**config.mk**
```make
export PLATFORM = sky130hd
export DESIGN_NAME = frontend
export DESIGN_NICKNAME = d
export VERILOG_FILES = /design/src/core_cfg_pkg.sv /design/src/frontend_pkg.sv /design/src/fetch_pc_gen.sv /design/src/ftq_pointers.sv /design/src/ftq.sv /design/src/ifu_fetch_fsm.sv /design/src/ifu_line_align.sv /design/src/frontend.sv
export SDC_FILE = /design/constraint.sdc
export NUM_CORES = 1
export LEC_CHECK = 0
export ABC_AREA = 1
export BUFFER_PORTS_ARGS = -buffer_cell sky130_fd_sc_hd__buf_4
export CAP_MARGIN = 20
export CORE_AREA = 8 8 321 323
export DETAILED_ROUTE_END_ITERATION = 7
export DIE_AREA = 0 0 329 331
export PLACE_DENSITY_LB_ADDON = 0.1
export SLEW_MARGIN = 0
export SYNTH_ARGS = -nofsm -noshare
export SYNTH_HDL_FRONTEND = slang
export SYNTH_HIERARCHICAL = 1
export SYNTH_SLANG_ARGS = --single-unit
```
**constraint.sdc**
```tcl
create_clock -name clk -period 4.1 [get_ports clk]
set_clock_uncertainty 0.15 [all_clocks]
set_input_delay 0.82 -clock clk [delete_from_list [all_inputs] [get_ports clk]]
set_output_delay 0.82 -clock clk [all_outputs]
set_load 0.01 [all_outputs]
```
**src/core_cfg_pkg.sv**
```systemverilog
package core_cfg_pkg;

    // Core-wide widths
    parameter int ADDR_WIDTH  = 32;
    parameter int INSTR_WIDTH = 32;

    // Instructions handed out per fetch group
    parameter int FETCH_WIDTH = 4;

    // Instruction words in one cache line
    parameter int LINE_WORDS = 4;

    // First fetch address after reset
    parameter logic [ADDR_WIDTH-1:0] RESET_PC = 32'h1c00_0000;

    typedef logic [ADDR_WIDTH-1:0] addr_t;

    typedef logic [INSTR_WIDTH-1:0] instr_t;

    // 128-bit line, word 0 at the lowest address
    typedef instr_t [LINE_WORDS-1:0] line_t;

endpackage

```
**src/frontend_pkg.sv**
```systemverilog
package frontend_pkg;

    // Block id as carried with each instruction, enough for 16 FTQ entries
    typedef logic [3:0] ftq_id_t;

    // Instructions in a fetch block, 1 to 4
    typedef logic [2:0] blk_len_t;

    // One fetch block as produced by PC generation and held in the FTQ
    typedef struct packed {
        core_cfg_pkg::addr_t start_pc;
        blk_len_t            length;
        logic                cross_line;
    } fetch_block_t;

    // One instruction handed to the instruction buffer
    typedef struct packed {
        logic                 valid;
        core_cfg_pkg::addr_t  pc;
        core_cfg_pkg::instr_t instr;
        ftq_id_t              ftq_id;
    } instr_slot_t;

    typedef instr_slot_t [core_cfg_pkg::FETCH_WIDTH-1:0] instr_group_t;

    // Fetch sequencer states
    typedef enum logic [1:0] {
        IDLE,
        REQ,
        WAIT,
        HOLD
    } fetch_state_e;

endpackage

```
**src/fetch_pc_gen.sv**
```systemverilog
`timescale 1ns/1ns

module fetch_pc_gen (
    input  logic                       clk,
    input  logic                       rst_n,
    input  logic                       full_i,
    input  logic                       flush_i,
    input  core_cfg_pkg::addr_t        flush_pc_i,
    output frontend_pkg::fetch_block_t blk_o,
    output logic                       blk_valid_o
);

    core_cfg_pkg::addr_t pc_q;
    logic                page_end;

    // Four more words would run past the 4 KiB page
    assign page_end = pc_q[11:0] > 12'hff0;

    always_comb begin
        blk_o.start_pc = pc_q;
        if (page_end) begin
            // Words left up to the page boundary
            blk_o.length = frontend_pkg::blk_len_t'((12'h000 - pc_q[11:0]) >> 2);
        end else begin
            blk_o.length = 3'd4;
        end
        // A block cut at the page end always fits in its line
        blk_o.cross_line = (pc_q[3:2] != 2'b00) && !page_end;
    end

    // Write into the FTQ whenever there is room and no redirect
    assign blk_valid_o = !full_i && !flush_i;

    always_ff @(posedge clk or negedge rst_n) begin
        if (!rst_n) begin
            pc_q <= core_cfg_pkg::RESET_PC;
        end else if (flush_i) begin
            pc_q <= flush_pc_i;
        end else if (blk_valid_o) begin
            pc_q <= pc_q + {27'b0, blk_o.length, 2'b00};
        end
    end

    // Every written block carries at least one and at most four words
    a_blk_length: assert property (
        @(posedge clk) disable iff (!rst_n)
        blk_valid_o |-> (blk_o.length >= 3'd1) && (blk_o.length <= 3'd4)
    );

endmodule

```
**src/ftq_pointers.sv**
```systemverilog
`timescale 1ns/1ns

module ftq_pointers #(
    parameter int FTQ_DEPTH = 8
) (
    input  logic                         clk,
    input  logic                         rst_n,
    input  logic                         push_i,
    input  logic                         accept_i,
    input  logic                         commit_i,
    input  logic                         flush_i,
    input  logic [$clog2(FTQ_DEPTH)-1:0] flush_id_i,
    output logic [$clog2(FTQ_DEPTH)-1:0] tail_o,
    output logic [$clog2(FTQ_DEPTH)-1:0] fetch_ptr_o,
    output logic                         head_valid_o,
    output logic                         full_o
);

    localparam int ID_W  = $clog2(FTQ_DEPTH);
    localparam int CNT_W = ID_W + 1;

    logic [ID_W-1:0]  commit_q;
    logic [ID_W-1:0]  fetch_q;
    logic [ID_W-1:0]  tail_q;
    logic [ID_W-1:0]  keep_end;
    logic [ID_W-1:0]  fetch_back;
    logic [CNT_W-1:0] dropped;
    logic [CNT_W-1:0] occ_q;
    logic [CNT_W-1:0] occ_d;
    logic [CNT_W-1:0] unf_q;
    logic [CNT_W-1:0] unf_d;

    // First slot after the youngest block that survives a flush
    assign keep_end = flush_id_i + 1'b1;

    // Dropped blocks are the unfetched ones plus any handed out after the kept id
    assign fetch_back = fetch_q - keep_end;
    assign dropped    = unf_q + CNT_W'(fetch_back);

    // occ spans commit pointer to tail and unf spans fetch pointer to tail
    always_comb begin
        occ_d = occ_q + CNT_W'(push_i) - CNT_W'(commit_i);
        unf_d = unf_q + CNT_W'(push_i) - CNT_W'(accept_i);
        if (flush_i) begin
            occ_d = occ_q - CNT_W'(commit_i) - dropped;
            unf_d = '0;
        end
    end

    always_ff @(posedge clk or negedge rst_n) begin
        if (!rst_n) begin
            commit_q <= '0;
            fetch_q  <= '0;
            tail_q   <= '0;
            occ_q    <= '0;
            unf_q    <= '0;
        end else begin
            if (commit_i) begin
                commit_q <= commit_q + 1'b1;
            end
            if (flush_i) begin
                tail_q  <= keep_end;
                fetch_q <= keep_end;
            end else begin
                if (push_i) begin
                    tail_q <= tail_q + 1'b1;
                end
                if (accept_i) begin
                    fetch_q <= fetch_q + 1'b1;
                end
            end
            occ_q <= occ_d;
            unf_q <= unf_d;
        end
    end

    assign tail_o       = tail_q;
    assign fetch_ptr_o  = fetch_q;
    assign head_valid_o = unf_q != '0;
    assign full_o       = occ_q == CNT_W'(FTQ_DEPTH);

    a_no_push_full: assert property (
        @(posedge clk) disable iff (!rst_n) push_i |-> !full_o
    );

    a_no_commit_empty: assert property (
        @(posedge clk) disable iff (!rst_n) commit_i |-> occ_q != '0
    );

endmodule

```
**src/ftq.sv**
```systemverilog
`timescale 1ns/1ns

module ftq #(
    parameter int FTQ_DEPTH = 8
) (
    input  logic                         clk,
    input  logic                         rst_n,
    input  frontend_pkg::fetch_block_t   blk_i,
    input  logic                         blk_valid_i,
    input  logic                         accept_i,
    input  logic                         commit_i,
    input  logic                         flush_i,
    input  logic [$clog2(FTQ_DEPTH)-1:0] flush_id_i,
    output logic                         full_o,
    output frontend_pkg::fetch_block_t   head_o,
    output logic [$clog2(FTQ_DEPTH)-1:0] head_id_o,
    output logic                         head_valid_o
);

    localparam int ID_W = $clog2(FTQ_DEPTH);

    frontend_pkg::fetch_block_t entries_q [FTQ_DEPTH];
    logic [ID_W-1:0]            tail;
    logic [ID_W-1:0]            fetch_ptr;

    ftq_pointers #(
        .FTQ_DEPTH(FTQ_DEPTH)
    ) u_ptrs (
        .clk         (clk),
        .rst_n       (rst_n),
        .push_i      (blk_valid_i),
        .accept_i    (accept_i),
        .commit_i    (commit_i),
        .flush_i     (flush_i),
        .flush_id_i  (flush_id_i),
        .tail_o      (tail),
        .fetch_ptr_o (fetch_ptr),
        .head_valid_o(head_valid_o),
        .full_o      (full_o)
    );

    // Write strobe is already qualified by full and flush
    always_ff @(posedge clk) begin
        if (blk_valid_i) begin
            entries_q[tail] <= blk_i;
        end
    end

    // Oldest block not yet handed to the IFU
    assign head_o    = entries_q[fetch_ptr];
    assign head_id_o = fetch_ptr;

endmodule

```
**src/ifu_fetch_fsm.sv**
```systemverilog
`timescale 1ns/1ns

module ifu_fetch_fsm #(
    parameter int FTQ_DEPTH = 8
) (
    input  logic                             clk,
    input  logic                             rst_n,
    input  frontend_pkg::fetch_block_t       head_i,
    input  logic [$clog2(FTQ_DEPTH)-1:0]     head_id_i,
    input  logic                             head_valid_i,
    output logic                             accept_o,
    input  logic                             flush_i,
    input  logic                             stall_i,
    output logic [1:0]                       icache_req_o,
    output core_cfg_pkg::addr_t [1:0]        icache_addr_o,
    input  logic [1:0]                       icache_valid_i,
    input  core_cfg_pkg::line_t [1:0]        icache_data_i,
    output core_cfg_pkg::line_t [1:0]        lines_o,
    output frontend_pkg::fetch_block_t       blk_o,
    output frontend_pkg::ftq_id_t            blk_id_o,
    output logic                             out_fire_o
);

    localparam int ID_W = $clog2(FTQ_DEPTH);

    frontend_pkg::fetch_state_e state_q;
    frontend_pkg::fetch_state_e state_d;
    frontend_pkg::fetch_block_t blk_q;
    logic [ID_W-1:0]            id_q;
    core_cfg_pkg::line_t [1:0]  lines_q;
    logic [1:0]                 pend_q;
    logic [1:0]                 pend_d;
    // Requests seen by the cache and not yet answered
    logic [1:0]                 cnt_q;
    logic [1:0]                 cnt_d;
    logic [1:0]                 got;
    logic                       start;
    logic                       fire;

    // Only responses for the current fetch are captured
    assign got = pend_q & icache_valid_i;

    // New fetch waits until answers to a flushed one have drained
    assign start = (state_q == frontend_pkg::IDLE) && head_valid_i
                   && (cnt_q == 2'd0) && !flush_i;

    assign fire = (state_q == frontend_pkg::HOLD) && !stall_i && !flush_i;

    always_comb begin
        state_d = state_q;
        pend_d  = pend_q & ~icache_valid_i;
        case (state_q)
            frontend_pkg::IDLE: begin
                if (start) begin
                    state_d = frontend_pkg::REQ;
                    pend_d  = {head_i.cross_line, 1'b1};
                end
            end
            frontend_pkg::REQ: begin
                state_d = frontend_pkg::WAIT;
            end
            frontend_pkg::WAIT: begin
                if (pend_d == 2'b00) begin
                    state_d = frontend_pkg::HOLD;
                end
            end
            frontend_pkg::HOLD: begin
                if (fire) begin
                    state_d = frontend_pkg::IDLE;
                end
            end
            default: begin
                state_d = frontend_pkg::IDLE;
            end
        endcase
        // Drop whatever is in progress
        if (flush_i) begin
            state_d = frontend_pkg::IDLE;
            pend_d  = 2'b00;
        end
    end

    // Cache takes the requests at the end of REQ
    always_comb begin
        cnt_d = cnt_q - 2'(icache_valid_i[0]) - 2'(icache_valid_i[1]);
        if (state_q == frontend_pkg::REQ) begin
            cnt_d = cnt_d + 2'd1 + 2'(blk_q.cross_line);
        end
    end

    always_ff @(posedge clk or negedge rst_n) begin
        if (!rst_n) begin
            state_q <= frontend_pkg::IDLE;
            pend_q  <= 2'b00;
            cnt_q   <= 2'd0;
        end else begin
            state_q <= state_d;
            pend_q  <= pend_d;
            cnt_q   <= cnt_d;
        end
    end

    always_ff @(posedge clk) begin
        if (start) begin
            blk_q <= head_i;
            id_q  <= head_id_i;
        end
        for (int p = 0; p < 2; p++) begin
            if (got[p]) begin
                lines_q[p] <= icache_data_i[p];
            end
        end
    end

    // Held until the answer shows up
    assign icache_req_o     = pend_q & ~icache_valid_i;
    assign icache_addr_o[0] = {blk_q.start_pc[31:4], 4'b0000};
    assign icache_addr_o[1] = {blk_q.start_pc[31:4], 4'b0000} + 32'd16;

    assign lines_o    = lines_q;
    assign blk_o      = blk_q;
    assign blk_id_o   = frontend_pkg::ftq_id_t'(id_q);
    assign out_fire_o = fire;
    assign accept_o   = fire;

    // Second line is read only when the block spans two lines
    a_port1_cross: assert property (
        @(posedge clk) disable iff (!rst_n) icache_req_o[1] |-> blk_q.cross_line
    );

endmodule

```
**src/ifu_line_align.sv**
```systemverilog
`timescale 1ns/1ns

module ifu_line_align (
    input  core_cfg_pkg::line_t [1:0]   lines_i,
    input  frontend_pkg::fetch_block_t  blk_i,
    input  frontend_pkg::ftq_id_t       blk_id_i,
    input  logic                        fire_i,
    output frontend_pkg::instr_group_t  instr_o
);

    localparam int LW = core_cfg_pkg::LINE_WORDS;
    localparam int FW = core_cfg_pkg::FETCH_WIDTH;
    localparam int IDX_W = $clog2(2 * LW);

    logic [IDX_W-1:0] base;

    // Word offset of the first instruction inside line 0
    assign base = IDX_W'(blk_i.start_pc[3:2]);

    always_comb begin : align_comb
        logic [IDX_W-1:0] idx;
        for (int k = 0; k < FW; k++) begin
            idx = base + IDX_W'(k);
            // Words beyond line 0 come from the following line
            if (idx < IDX_W'(LW)) begin
                instr_o[k].instr = lines_i[0][idx[1:0]];
            end else begin
                instr_o[k].instr = lines_i[1][idx[1:0]];
            end
            instr_o[k].pc     = blk_i.start_pc + 32'(4 * k);
            instr_o[k].valid  = fire_i && (3'(k) < blk_i.length);
            instr_o[k].ftq_id = blk_id_i;
        end
    end

endmodule

```
**src/frontend.sv**
```systemverilog
`timescale 1ns/1ns

module frontend #(
    parameter int FTQ_DEPTH = 8
) (
    input  logic                         clk,
    input  logic                         rst_n,

    // Dual-port instruction cache
    output logic [1:0]                   icache_req_o,
    output core_cfg_pkg::addr_t [1:0]    icache_addr_o,
    input  logic [1:0]                   icache_valid_i,
    input  core_cfg_pkg::line_t [1:0]    icache_data_i,

    // Backend
    input  logic                         commit_i,
    input  logic                         flush_i,
    input  core_cfg_pkg::addr_t          flush_pc_i,
    input  logic [$clog2(FTQ_DEPTH)-1:0] flush_ftq_id_i,

    // Instruction buffer
    input  logic                         stall_i,
    output frontend_pkg::instr_group_t   instr_o
);

    localparam int ID_W = $clog2(FTQ_DEPTH);

    frontend_pkg::fetch_block_t new_blk;
    logic                       new_blk_valid;
    logic                       ftq_full;
    frontend_pkg::fetch_block_t head_blk;
    logic [ID_W-1:0]            head_id;
    logic                       head_valid;
    logic                       accept;
    core_cfg_pkg::line_t [1:0]  fetched_lines;
    frontend_pkg::fetch_block_t ifu_blk;
    frontend_pkg::ftq_id_t      ifu_blk_id;
    logic                       ifu_fire;

    fetch_pc_gen u_pc_gen (
        .clk        (clk),
        .rst_n      (rst_n),
        .full_i     (ftq_full),
        .flush_i    (flush_i),
        .flush_pc_i (flush_pc_i),
        .blk_o      (new_blk),
        .blk_valid_o(new_blk_valid)
    );

    ftq #(
        .FTQ_DEPTH(FTQ_DEPTH)
    ) u_ftq (
        .clk         (clk),
        .rst_n       (rst_n),
        .blk_i       (new_blk),
        .blk_valid_i (new_blk_valid),
        .accept_i    (accept),
        .commit_i    (commit_i),
        .flush_i     (flush_i),
        .flush_id_i  (flush_ftq_id_i),
        .full_o      (ftq_full),
        .head_o      (head_blk),
        .head_id_o   (head_id),
        .head_valid_o(head_valid)
    );

    ifu_fetch_fsm #(
        .FTQ_DEPTH(FTQ_DEPTH)
    ) u_fetch_fsm (
        .clk           (clk),
        .rst_n         (rst_n),
        .head_i        (head_blk),
        .head_id_i     (head_id),
        .head_valid_i  (head_valid),
        .accept_o      (accept),
        .flush_i       (flush_i),
        .stall_i       (stall_i),
        .icache_req_o  (icache_req_o),
        .icache_addr_o (icache_addr_o),
        .icache_valid_i(icache_valid_i),
        .icache_data_i (icache_data_i),
        .lines_o       (fetched_lines),
        .blk_o         (ifu_blk),
        .blk_id_o      (ifu_blk_id),
        .out_fire_o    (ifu_fire)
    );

    ifu_line_align u_line_align (
        .lines_i (fetched_lines),
        .blk_i   (ifu_blk),
        .blk_id_i(ifu_blk_id),
        .fire_i  (ifu_fire),
        .instr_o (instr_o)
    );

endmodule

```
==> results.toml <==
[synth]
synth_edf_count = 583
syn_inst = 3795
syn_area_um2 = 34000
syn_avg_cell_area_um2 = 8.97
ys_ff_latch = 635
synth_area_leader_cell = "edfxtp_1"
synth.distinct_cells = 51
synth_warnings = 6
synth-seq-area-share = 0.552
synth_top_area_frac = 0.514
synthFlopType = "edfxtp_1"
synthArstFlopShare = 0.0819
synth.area.top_cells = "edfxtp_1, nand2_1, inv_1"

[hold_path]
min-delay-path-class = "in -> async"

[floorplan]
io_pins = 640
start_util = 0.349
coreArea_um2 = 97700
die_x_um = 329
num_rows = 115
dieArea_um2 = 109000
chipHeight_um = 331

[drt]
drc_errors = 0
wl_um = 125000
dr.first_iter.drc_count = 2209
wl_met3_um = 8520
viasPerCell = 4.85
firstDrtPassIters = 7
drtAntennaViolNets = 0
num_vias = 27500
wl_met1_um = 50500
dr_wl_met2_um = 62200
dr.max_layer_used = "met5"
wl_per_cell_um = 22.1

[critical_path]
arrival_ps = 2970
cp_common_cell = "buf_4"
required_ps = 3130
reg2regPathDepth = 15
crit_family = "buffers and inverters"
setup.worst_path.class = "reg -> out"
critPathLaunchType = "flop"
r2r_setup_slack_ps = 990
cp_slowest_stage_delay_ps = 510
cp_max_fo = 44
crit_cells = 8
crit_chain = "inv_1, ha_4, inv_4, buf_4, nand3_1, o211ai_1, nand2_1, buf_4"
r2r_end = "u_pc_gen/pc_q[24]"
critPathLaunch = "u_fetch_fsm/blk_o[7]"
slowest_stage = "edfxtp_1"
reg2reg_from = "u_pc_gen/pc_q[7]"
worstSetupEndpointType = "primary output"
cp_num_buf_inv = 4
worstSetupEndpoint = "instr_o[84]"

[layout]
regArea_um2 = 18800
fillers = 9722
layout_common_cells = "nand2_1, buf_4, edfxtp_1"
instances_no_fill = 5675
final_common_cell = "nand2_1"
multi_input_area_um2 = 11800
area.growth.synth_to_final_pct = 23.1
nets = 4643
drive_above_1_share = 0.208

[placement]
dpl.hpwl_um = 89000
place_congestion = 0.906
io_buffers = 627
dp_cells = 5509

[sta]
fmax_mhz = 254
relSlewSlack = 0.314
maxSlewViolCount = 0
finalSetupViolCount = 0
hold_violations = 0
finalCriticalPeriod_ps = 3940
tns_ps = 0
fin_crit_sh = 0.960
rsz0062_at_grt = "false"
worstMarginPinSlew_ps = 1030

[outcome]
status = "completed"

[clock_tree]
cts_hold_buffers = 0
ctsResizeCount = 0
cts_root_buf = "clkbuf_16"
clock_sinks = 635
post_cts_buffers = 0
tritoncts.num_buffers = 78
clockBufferDepth = 3
ctsHtreeMaxLevel = 3
clkSlewWorstSetupHoldPaths_ps = 60
clk_latency_ps = 650
cts_tree = "built"

[global_route]
grt_max_degree = 150
grt_antenna_before_repair = 25
grt_first_pass_wirelength_um = 178000
track_usage = 0.220
grt_overflow = 0
grt_pass1_vias = 25900

[power]
peakVddDrop_uv = 285
p_leak_nw = 18.5
pwr_density_cell_nw_per_um2 = 493

[run]
drv_cap = 0
[synth_stat cells (all sizes together) (4+ instances only)]
cell,n
edfxtp,583
o211ai,138
dfrtp,49
xnor2,26
nor2,195
o22ai,32
buf,209
and2,20
o221ai,4
inv,489
a22oi,31
nand2,1326
a21oi,65
clkbuf,64
nand3,290
xor2,58
nand3b,10
o21ai,125
nor3,9
fa,9
ha,34
nand4,13
[registers in the layout (all words and copies together), names as in the netlist, 3 cells and up]
name / flops
u_fetch_fsm/blk_o: 36
u_fetch_fsm/id_q: 3
u_fetch_fsm/lines_o: 256
u_ftq/entries_q: 288
u_ftq/u_ptrs/fetch_ptr_o: 3
u_ftq/u_ptrs/occ_q: 4
u_ftq/u_ptrs/tail_o: 3
u_ftq/u_ptrs/unf_q: 4
u_pc_gen/pc_q: 32
[kinds of logic after synthesis]
family	after synthesis	share of synthesized area
simple gates	1867	0.230
fa+ha+maj	43	0.0178
xor+xnor	84	0.0216
compound gates	399	0.0733
mux	2	0.000588
buf+inv	764	0.104
other cells	1	0.000110
flops	635	0.552
[metal layers]
metal | vias to the layer above | track usage
met1 | 13100 | 0.269
met5 | - | 0
met2 | 852 | 0.377
met4 | 6 | 0.0820
li1 | 13400 | -
met3 | 185 | 0.0496
[worst min-delay path by stage]
stage / startpoint / to / depth (start not counted)
after floorplan: u_ftq/u_ptrs/fetch_ptr_o[1] / u_fetch_fsm/id_q[1] / 0
after global placement: u_fetch_fsm/state_q[1] / u_fetch_fsm/state_q[1] / 2
after detailed placement: u_fetch_fsm/state_q[1] / u_fetch_fsm/state_q[1] / 2
after CTS: rst_n / u_fetch_fsm/cnt_q[1] / 1
after global routing: rst_n / u_fetch_fsm/cnt_q[1] / 1
final: rst_n / u_ftq/u_ptrs/unf_q[3] / 1
[through the flow]
| stage | setup slack [ps] | area, um2 | util | hold slack (ps) | power, mW |
|---|---|---|---|---|---|
| 3_5_place_dp | 456 | 39400 | 0.404 | 393 | 14.3 |
| 6_report | 162 | 41900 | 0.429 | 88.3 | 20.7 |
| 5_1_grt | 13.8 | 41900 | 0.429 | 128 | 21.8 |
| 4_1_cts | 149 | 41800 | 0.428 | 77.2 | 21.0 |
| 3_3_place_gp | 453 | 39400 | 0.404 | 376 | 14.3 |
| 2_1_floorplan | 140 | 34100 | - | 317 | 11.8 |
[area by class of cell]
type                       instances  area share
tap                             1287      0.0384
timing repair buffer             692       0.128
clock inverter                    43     0.00860
inverter                         491      0.0444
antenna                           27     0.00161
sequential                       635       0.449
multi-input combinational       2404       0.282
clock buffer                      96      0.0487
[power breakdown]
part / leakage [nW] / switching (mW) / internal, mW
Combinational: 11.4 / 3.58 / 2.09
Clock: 1.16 / 2.85 / 3.69
Sequential: 5.93 / 0.531 / 7.93
Note: power is estimated with default switching activity, not from simulation.
